## config.mk

```make
export PLATFORM = sky130hd
export DESIGN_NAME = rvv_fifo
export DESIGN_NICKNAME = d
export VERILOG_FILES = /design/src/design/rvv_fifo.sv
export SDC_FILE = /design/constraint.sdc
export NUM_CORES = 1
export LEC_CHECK = 0
export BUFFER_PORTS_ARGS = -buffer_cell sky130_fd_sc_hd__buf_2
export CORE_ASPECT_RATIO = 1.4
export CORE_MARGIN = 2
export CORE_UTILIZATION = 55
export DETAILED_ROUTE_END_ITERATION = 8
export GPL_TIMING_DRIVEN = 1
export PLACE_DENSITY = 0.81
export SETUP_SLACK_MARGIN = 0.05
export SYNTH_ARGS = -nofsm -noshare
export SYNTH_HDL_FRONTEND = slang
export SYNTH_SLANG_ARGS = --single-unit
```

## constraint.sdc

```tcl
create_clock -name clk -period 2.75 [get_ports clk]
set_input_delay 0.55 -clock clk [delete_from_list [all_inputs] [get_ports clk]]
set_output_delay 0.55 -clock clk [all_outputs]
set_load 0.05 [all_outputs]
```

## src/design/rvv_fifo.sv

```systemverilog
`timescale 1ns/1ps

module rvv_fifo #(
    parameter type T     = logic [7:0],
    parameter int  DEPTH = 4
) (
    input  logic clk,
    input  logic rst_n,
    input  logic in_valid,
    input  T     in_data,
    output logic in_ready,
    output logic out_valid,
    output T     out_data,
    input  logic out_ready
);

    localparam int PTR_W = (DEPTH > 1) ? $clog2(DEPTH) : 1;
    localparam int CNT_W = $clog2(DEPTH + 1);

    T                 mem [DEPTH];
    logic [PTR_W-1:0] wr_ptr;
    logic [PTR_W-1:0] rd_ptr;
    logic [CNT_W-1:0] count;
    logic             active;
    logic             push;
    logic             pop;

    // Held off until the first cycle out of reset
    assign in_ready  = active && (count != CNT_W'(DEPTH));
    assign out_valid = (count != '0);
    assign out_data  = mem[rd_ptr];

    assign push = in_valid && in_ready;
    assign pop  = out_valid && out_ready;

    always_ff @(posedge clk) begin
        if (push) begin
            mem[wr_ptr] <= in_data;
        end
    end

    always_ff @(posedge clk) begin
        if (!rst_n) begin
            wr_ptr <= '0;
            rd_ptr <= '0;
            count  <= '0;
            active <= 1'b0;
        end else begin
            active <= 1'b1;
            if (push) begin
                wr_ptr <= (wr_ptr == PTR_W'(DEPTH - 1)) ? '0 : wr_ptr + 1'b1;
            end
            if (pop) begin
                rd_ptr <= (rd_ptr == PTR_W'(DEPTH - 1)) ? '0 : rd_ptr + 1'b1;
            end
            if (push && !pop) begin
                count <= count + 1'b1;
            end else if (pop && !push) begin
                count <= count - 1'b1;
            end
        end
    end

endmodule

```

==> flow_summary.yaml, run 1 <==
drt:
  highest_layer: "met4"
  met3_length_um: 139
  drc: 0
  ant_nets: 0
  viasPerCell: 5.46
  drt_iter0_drc: 25
  wl_met2_um: 1280
  wl_met1_um: 971
  drt_wl_total_um: 2450
  vias: 863
  first_pass_iters: 5
  wl_per_cell_um: 15.5
die:
  start_util_pct: 58.5
  die_area_um2: 3520
  core-area_um2: 2880
  die_width_um: 50.8
  fp-row-count: 23
  ios: 22
  die_h_um: 69.5
final_layout:
  area_growth_pct: 13.2
  layoutNonFillerInstCount: 158
  layout-drive-gt1-share_pct: 32.2
  multi_input_area_um2: 490
  layout_commonest_cell: "edfxtp_1"
  final_nets: 139
  regArea_um2: 1160
  final_cell_mix: "32 x edfxtp_1, 21 x buf_2, 10 x dfxtp_1, 8 x mux4_2, 7 x nand2_1"
  diodes: 0
  fillers: 219
logic_synthesis:
  synth_edf_count: 32
  synth.avg_cell_area_um2: 17.7
  synth_cell_types: 24
  ys.warnings.count: 0
  ys_seq_area_share_pct: 69.0
  async_reset_ff_share_pct: 0
  synth_nets: 114
  syn-cell-area_um2: 1680
  syn_inst: 95
  synthFlopType: "edfxtp_1"
  synth-seq-cells: 42
placement:
  gp_routability_congestion: 0.720
  dp.cells: 150
  place_ws_ns: 0.467
  port_buffers: 21
global_routing:
  grt_start_max_net_pins: 13
  grt_pass1_vias: 829
  grt-ovfl-total: 0
  grt_pass1_wl_um: 3950
  antenna_found_initial: 0
  track_usage_pct: 16.1
power_and_ir_drop:
  combPwrFrac_pct: 32.2
  peakVddDrop_mv: 0.910
  p_seq_share_pct: 46.3
  swShare_pct: 36.2
  powerDensity_nw_per_um2: 961
  power_mw: 1.83
  intPower_mw: 1.17
  p_clk_share_pct: 21.6
  p_leak_nw: 0.686
  p_switching_uw: 662
worst_setup_path:
  critPathKind: "reg2out"
  crit_required_ns: 2.20
  cp_max_fo: 8
  end_kind: "output pin"
  worstReg2RegEnd: "count[2]$_SDFFE_PN0P_"
  rrSetupSlack_ns: 0.57
  start_kind: "flop"
  r2r_cells: 8
  r2r-start: "count[0]$_SDFFE_PN0P_"
  worst_ep_arrival_time_ns: 1.76
  cp-endpoint: "out_data[5]"
cts:
  holdBufCountCts: 0
  clock_sink_count: 42
  clock-root-buffer: "clkbuf_8"
  clock_path_buffers: 2
  insertion_delay_ns: 0.29
  cts_resized: 0
  cts_tree: "yes"
  htreeDepth: 2
  post_cts_buffers: 0
  cts_buffers: 5
  clk_pin_slew_worst_paths_ns: 0.07
timing:
  tightest_slew_ns: 0.547
  hold_viol: 0
  slew_viol_final: 0
  fmax_mhz: 433
  worst_slack_ns: 0.439
  min_period_ns: 2.31
  rsz0062_at_grt: "no"
  maxSlewHeadroom_pct: 63.5
  final.setup.tns_ns: 0
  setup_viol: 0
  fin_skew_ns: 0.00249
  period_share_pct: 84.0
hold_path:
  hold_path.class: "in2reg"
flow_run:
  cap_violations: 0
status:
  outcome: "finished, final reports clean"
-- how the worst min path moves through the flow --
stage	from	to	slack (ns)	cells after the start
after floorplan	wr_ptr[1]$_SDFFE_PN0P_	wr_ptr[1]$_SDFFE_PN0P_	0.47	2
after global placement	wr_ptr[1]$_SDFFE_PN0P_	wr_ptr[1]$_SDFFE_PN0P_	0.48	2
after detailed placement	wr_ptr[1]$_SDFFE_PN0P_	wr_ptr[1]$_SDFFE_PN0P_	0.50	2
after CTS	in_data[3]	mem[3][3]$_DFFE_PP_	0.46	1
after global routing	in_data[6]	mem[3][6]$_DFFE_PP_	0.46	1
final	in_data[3]	mem[3][3]$_DFFE_PP_	0.47	1
-- flip-flops by register name (all words and copies together), names as in the netlist, named ones only --
| name | flops |
|---|---|
| active | 1 |
| count | 3 |
| mem | 32 |
| rd_ptr | 2 |
| wr_ptr | 2 |
-- final cells by class --
| class | count | area share (%) |
|---|---|---|
| clock buffers | 7 | 4.53 |
| clock inverters | 1 | 0.263 |
| inverters | 3 | 0.591 |
| multi-input cells | 47 | 25.7 |
| flip-flops and latches | 42 | 60.9 |
| well taps | 37 | 2.43 |
| repair buffers | 21 | 5.52 |
-- cells in the mapped netlist (all sizes together) (2+ instances only) --
master  instances  area share, %
a21boi          2           0.89
and2            5            1.9
clkbuf          2           0.52
dfxtp          10             12
edfxtp         32             57
ha              6            4.5
inv             3           0.67
mux2i           3            1.8
mux4            8             11
nand2           7            1.6
nand3           2           0.59
nor2            3           0.82
o21ai           3           0.89
or3             2           0.74
-- through the flow --
stage | hold slack, ns | utilization [%] | area [um^2]
floorplan | 0.468 | - | 1680
global placement | 0.481 | 63.0 | 1810
detailed placement | 0.502 | 63.0 | 1810
CTS | 0.460 | 66.2 | 1910
global route | 0.460 | 66.2 | 1910
finish | 0.474 | 66.2 | 1910
-- layer usage --
metal  global-route usage [%]  up-vias
met5                        0        -
met4                     8.11        0
met3                     6.25        6
met2                     25.7       25
met1                     18.4      426
li1                         -      406
-- critical path, stage by stage (launching register included) --
cell	delay [ns]
dfxtp_1	0.67
mux4_2	0.58
buf_2	0.23
-- power groups by stage --
stage / registers (mW) / clock network (mW) / logic (mW)
after floorplan: 0.816 / 0 / 0.522
after global placement: 0.858 / 0 / 0.573
after detailed placement: 0.865 / 0 / 0.591
after CTS: 0.851 / 0.410 / 0.594
after global routing: 0.863 / 0.426 / 0.628
final: 0.847 / 0.395 / 0.589
-- cells by family (layout without fill, tap and decap cells) --
| family | after synthesis | count (layout) | share of synthesized area, % |
|---|---|---|---|
| flip-flops | 42 | 42 | 69.0 |
| AND/OR/NAND/NOR | 20 | 20 | 5.95 |
| multiplexers | 11 | 11 | 12.5 |
| adder cells (fa/ha/maj) | 7 | 7 | 5.65 |
| AO/OA/AOI/OAI | 7 | 7 | 4.02 |
| buffers and inverters | 6 | 32 | 1.86 |
| XOR/XNOR | 2 | 2 | 1.04 |
(Power assumes the default switching activity.)
==> inputs of run 2 (changes only) <==
==> constraint.sdc (replaced) <==
create_clock -name clk -period 2.2 [get_ports clk]
set_input_delay 0.44 -clock clk [delete_from_list [all_inputs] [get_ports clk]]
set_output_delay 0.44 -clock clk [all_outputs]
set_load 0.05 [all_outputs]
==> run 2 against run 1 <==
Against the previous run: die area did not move; clock skew rose by 0.0013 ns; critical endpoint is now count[2]$_SDFFE_PN0P_; highest routed layer unchanged; worst setup slack got worse by 0.29 ns; critical path type is now reg2reg; sequential power rose by 22%.
==> flow_summary.yaml, run 2 (synthesis results as in run 1) <==
status:
  outcome: "finished, final reports clean"
die:
  die_width_um: 50.8
  fp-row-count: 23
  core-area_um2: 2880
  start_util_pct: 58.5
  ios: 22
  die_h_um: 69.5
  die_area_um2: 3520
global_routing:
  track_usage_pct: 17.4
  grt_pass1_wl_um: 4280
  antenna_found_initial: 0
  grt-ovfl-total: 0
  grt_start_max_net_pins: 14
  grt_pass1_vias: 967
final_layout:
  regMostFlops: "mem"
  final_nets: 141
  largest_register_ffs: 32
  layoutNonFillerInstCount: 160
  largestRegisters: "mem x32, count x3"
  fillers: 218
  diodes: 0
  area_growth_pct: 13.8
  layout_commonest_cell: "edfxtp_1"
  regArea_um2: 1160
  layout-drive-gt1-share_pct: 35.0
  final_cell_mix: "32 x edfxtp_1, 21 x buf_2, 9 x dfxtp_1, 8 x mux4_2, 7 x nand2_1"
  multi_input_area_um2: 493
worst_setup_path:
  rrSetupSlack_ns: 0.15
  r2r_cells: 8
  crit_required_ns: 2.42
  cp_slowest_cell: "dfxtp_1"
  critPathMaxStageDelay_ns: 0.46
  worst_ep_arrival_time_ns: 2.27
  startpoint: "count[1]$_SDFFE_PN0P_"
  start_kind: "flop"
  end_kind: "flop"
  r2r-start: "count[1]$_SDFFE_PN0P_"
  cp_max_fo: 5
  critPathKind: "reg2reg"
  cp_cell_sequence: "nor2_2, a21oi_4, ha_2, inv_1, fa_1, xor2_1, or3_1, a21boi_1"
  worstReg2RegEnd: "count[2]$_SDFFE_PN0P_"
  cp-endpoint: "count[2]$_SDFFE_PN0P_"
cts:
  clock_sink_count: 42
  clock_path_buffers: 2
  cts_buffers: 5
  clk_pin_slew_worst_paths_ns: 0.07
  htreeDepth: 2
  clock-root-buffer: "clkbuf_8"
  cts_tree: "yes"
  post_cts_buffers: 0
  insertion_delay_ns: 0.28
hold_path:
  hold_path.class: "in2reg"
drt:
  drt_iter0_drc: 19
  ant_nets: 0
  drt_wl_total_um: 2590
  drc: 0
  vias: 870
  first_pass_iters: 4
  wl_per_cell_um: 16.2
  viasPerCell: 5.44
timing:
  hold_viol: 0
  period_share_pct: 93.2
  final.setup.tns_ns: 0
  fin_skew_ns: 0.00379
  rsz0062_at_grt: "no"
  tightest_slew_ns: 0.436
  maxSlewHeadroom_pct: 70.9
  min_period_ns: 2.05
  setup_viol: 0
  fmax_mhz: 488
  worst_slack_ns: 0.151
  slew_viol_final: 0
placement:
  dp_hpwl_um: 1860
  gp_routability_congestion: 0.627
  port_buffers: 21
  dp.cells: 152
  place_ws_ns: 0.132
power_and_ir_drop:
  p_switching_uw: 829
  p_seq_share_pct: 45.2
  combPwrFrac_pct: 34.7
  powerDensity_nw_per_um2: 1190
  intPower_mw: 1.45
  swShare_pct: 36.5
  p_leak_nw: 0.692
  p_clk_share_pct: 20.2
  peakVddDrop_mv: 1.11
flow_run:
  cap_violations: 0
-- run 2: power by group through the flow --
stage	sequential [mW]	combinational [mW]	clock, mW
floorplan	1.02	0.652	0
global placement	1.04	0.764	0
detailed placement	1.04	0.788	0
CTS	1.03	0.791	0.466
global route	1.04	0.847	0.491
finish	1.03	0.788	0.458
-- run 2: area by class of cell --
| type | instances | share of cell area [%] |
|---|---|---|
| flip-flops and latches | 42 | 60.7 |
| multi-input cells | 47 | 25.7 |
| repair buffers | 23 | 6.27 |
| clock buffers | 6 | 3.79 |
| well taps | 37 | 2.42 |
| inverters | 3 | 0.588 |
| clock inverters | 2 | 0.523 |
-- run 2: per-stage QoR --
step	hold slack, ns	util, %	instance area [um^2]	total power, mW
finish	0.369	66.6	1920	2.27
global route	0.366	66.6	1920	2.38
CTS	0.362	66.4	1910	2.28
detailed placement	0.507	63.6	1830	1.83
global placement	0.480	63.6	1830	1.80
floorplan	0.468	-	1680	1.67
-- run 2: worst min path at each step --
stage,from,endpoint,slack (ns),cells past startpoint
3_5_place_dp,wr_ptr[1]$_SDFFE_PN0P_,wr_ptr[1]$_SDFFE_PN0P_,0.51,2
4_1_cts,in_data[5],mem[1][5]$_DFFE_PP_,0.36,1
6_report,in_data[4],mem[3][4]$_DFFE_PP_,0.37,1
5_1_grt,in_data[5],mem[1][5]$_DFFE_PP_,0.37,1
3_3_place_gp,wr_ptr[1]$_SDFFE_PN0P_,wr_ptr[1]$_SDFFE_PN0P_,0.48,2
2_1_floorplan,wr_ptr[1]$_SDFFE_PN0P_,wr_ptr[1]$_SDFFE_PN0P_,0.47,2
-- run 2: routing by layer --
layer / global-route usage [%] / up-vias / wire length (um)
met1: 17.9 / 423 / 1010
met5: 0 / - / 0
met2: 30.3 / 29 / 1370
met3: 3.66 / 9 / 115
met4: 12.0 / 0 / 82
li1: - / 409 / -
-- run 2: timing repair --
item / in CTS / in global routing
hold buffers: 0 / 0
resized for setup: 0 / 2
endpoints found under the setup margin: 0 / 1
-- run 2: critical path, delay by kind of cell (launching register included) --
family,cells,cell delay (ns)
xor gates and xnor gates,1,0.16
DFF,1,0.46
buffers and inverters,1,0.05
adders and majority gates,2,0.59
and+or+nand+nor,2,0.41
AOI/OAI and AO/OA,2,0.31
==> inputs of run 3 (changes only) <==
--- a/config.mk
+++ b/config.mk
@@ -5,13 +5,14 @@
 export SDC_FILE = /design/constraint.sdc
 export NUM_CORES = 1
 export LEC_CHECK = 0
+export ABC_AREA = 1
 export BUFFER_PORTS_ARGS = -buffer_cell sky130_fd_sc_hd__buf_2
 export CORE_ASPECT_RATIO = 1.4
 export CORE_MARGIN = 2
-export CORE_UTILIZATION = 55
+export CORE_UTILIZATION = 56
 export DETAILED_ROUTE_END_ITERATION = 8
 export GPL_TIMING_DRIVEN = 1
-export PLACE_DENSITY = 0.81
+export PLACE_DENSITY = 0.82
 export SETUP_SLACK_MARGIN = 0.05
 export SYNTH_ARGS = -nofsm -noshare
 export SYNTH_HDL_FRONTEND = slang
==> run 3 against run 2 <==
Against the previous run: cell count grew 33%; die area shrank 0.58%; core utilization grew 2.3 points; maximum frequency grew 2.0%; flip-flop and latch count is the same; critical path depth shrank 4; first-iteration DRC count grew 100%; via count grew 31%; worst hold slack lost 0.049 ns; critical path type is now reg2out; critical endpoint is now out_data[3]; largest power group unchanged.
==> flow_summary.yaml, run 3 <==
status:
  outcome: "finished, final reports clean"
global_routing:
  grt_pass1_wl_um: 4950
  grt_start_max_net_pins: 17
  grt-ovfl-total: 0
  antenna_found_initial: 0
  grt_pass1_vias: 1207
  track_usage_pct: 19.8
placement:
  dp.cells: 205
  dp_hpwl_um: 2180
  gp_routability_congestion: 0.761
  port_buffers: 21
worst_setup_path:
  r2r-start: "count[1]$_SDFFE_PN0P_"
  critPathKind: "reg2out"
  cp_cell_sequence: "inv_2, o21ai_0, o22ai_1, buf_2"
  cp_max_fo: 16
  end_kind: "output pin"
  critPathMaxStageDelay_ns: 0.40
  worstReg2RegEnd: "count[1]$_SDFFE_PN0P_"
  cp_slowest_cell: "dfxtp_2"
  crit_required_ns: 1.76
  start_kind: "flop"
  worst_ep_arrival_time_ns: 1.57
  r2r_cells: 9
  rrSetupSlack_ns: 0.26
final_layout:
  largest_register_ffs: 32
  regMostFlops: "mem"
  final_cell_mix: "32 x edfxtp_1, 31 x nor2_1, 21 x buf_2, 13 x o21ai_0"
  layout_commonest_cell: "edfxtp_1"
  largestRegisters: "mem x32, count x3"
  area_growth_pct: 16.4
  diodes: 0
  final_nets: 194
  layout-drive-gt1-share_pct: 25.0
  layoutNonFillerInstCount: 213
die:
  die_area_um2: 3500
  start_util_pct: 59.2
  fp-row-count: 23
  core-area_um2: 2880
  ios: 22
  die_h_um: 69.2
  die_width_um: 50.6
drt:
  drt_iter0_drc: 38
  viasPerCell: 5.37
  ant_nets: 0
  vias: 1144
  wl_per_cell_um: 14.3
  drc: 0
  first_pass_iters: 4
  drt_wl_total_um: 3040
cts:
  clock-root-buffer: "clkbuf_8"
  clock_path_buffers: 2
  post_cts_buffers: 0
  insertion_delay_ns: 0.30
  htreeDepth: 2
  cts_buffers: 5
  clk_pin_slew_worst_paths_ns: 0.08
  cts_tree: "yes"
  clock_sink_count: 42
timing:
  tightest_slew_ns: 0.320
  period_share_pct: 91.3
  hold_viol: 0
  final.setup.tns_ns: 0
  min_period_ns: 2.01
  fin_skew_ns: 0.00436
  maxSlewHeadroom_pct: 78.6
  setup_viol: 0
  slew_viol_final: 0
  fmax_mhz: 498
  rsz0062_at_grt: "no"
logic_synthesis:
  synth_top_area_share_pct: 56.4
  synth_nets: 162
  syn_inst: 143
  ys.warnings.count: 0
  synth_common_cells: "32 x edfxtp_1, 31 x nor2_1, 13 x inv_1, 13 x o21ai_0, 12 x nand2_1"
  synth.avg_cell_area_um2: 11.9
  synth_cell_types: 20
  synth-seq-cells: 42
  synthTopCellsByArea: "edfxtp_1 56%, dfxtp_1 12%, nor2_1 6.8%"
  synth.most_common_cell: "edfxtp_1"
  synthFlopType: "edfxtp_1"
  async_reset_ff_share_pct: 0
  synth_edf_count: 32
  syn-cell-area_um2: 1700
  ys_seq_area_share_pct: 68.2
  synth_top_cell_by_area: "edfxtp_1"
hold_path:
  worstHoldStart: "rst_n"
  hold_path.class: "in2reg"
  min_to: "active$_DFF_P_"
  worst_hold_path.num_cells: 1
power_and_ir_drop:
  powerDensity_nw_per_um2: 1240
  peakVddDrop_mv: 0.939
  p_leak_nw: 0.796
flow_run:
  cap_violations: 0
-- run 3: changes by cell type after synthesis, sizes merged, moves of 6 or more --
cell,delta
nor2,+29
o21ai,+14
inv,+11
mux4,-8
o22ai,+8
nand2,+6
-- run 3: worst max path at each step --
stage	startpoint	end	depth (start not counted)
6_report	flop	out_data[3]	4
5_1_grt	count[1]$_SDFFE_PN0P_	count[2]$_SDFFE_PN0P_	11
4_1_cts	flop	out_data[3]	4
3_5_place_dp	count[0]$_SDFFE_PN0P_	count[2]$_SDFFE_PN0P_	11
3_3_place_gp	in_valid	count[2]$_SDFFE_PN0P_	12
2_1_floorplan	count[0]$_SDFFE_PN0P_	in_ready	2
-- run 3: cells by family after synthesis --
kind of cell               Yosys count  share of synthesized area, %
adders and majority gates            7                          5.58
AOI/OAI and AO/OA                   28                          9.63
xor gates and xnor gates             1                         0.514
DFF                                 42                          68.2
and+or+nand+nor                     49                          11.7
buffers and inverters               16                          4.41
-- run 3: report_power, final --
part / total, mW / leakage [nW] / switching, mW / internal, mW
clock: 0.540 / 0.0561 / 0.252 / 0.288
sequential: 1.02 / 0.373 / 0.0801 / 0.938
combinational: 0.893 / 0.367 / 0.650 / 0.242
-- run 3: per-layer routing --
metal / vias up / part of all wire [%] / GRT usage, %
met5: - / 0 / 0
met4: 0 / 3.6 / 12.0
met1: 533 / 33 / 17.8
met3: 11 / 6.0 / 6.03
li1: 555 / - / -
met2: 45 / 57 / 36.7
-- run 3: repair_timing --
item,4_1_cts,5_1_grt
hold buffers,0,0
setup endpoints to repair,1,1
gates resized for setup,1,1
-- run 3: cell type report --
class / instances / area, um^2
Multi-Input combinational cell: 85 / 467
Fill cell: 204 / 896
Timing Repair Buffer: 27 / 150
Sequential cell: 42 / 1160
Inverter: 14 / 52.6
Tap cell: 37 / 46.3
Clock buffer: 6 / 93.8
Clock inverter: 2 / 10.0
-- run 3: stage by stage --
stage	instance area (um^2)	util (%)	total power [mW]	hold slack [ns]	setup slack (ns)
finish	1980	68.9	2.45	0.319	0.191
global route	1980	68.9	2.57	0.309	0.0801
CTS	1980	68.9	2.46	0.308	0.0858
detailed placement	1880	65.2	1.92	0.486	0.295
global placement	1880	65.2	1.87	0.474	0.413
floorplan	1700	-	1.71	0.453	0.190
-- run 3: critical path, delay by kind of cell, from the launching register on --
family                 cells  cell delay (ns)
AOI/OAI and AO/OA          2             0.33
DFF                        1             0.40
buffers and inverters      2             0.55
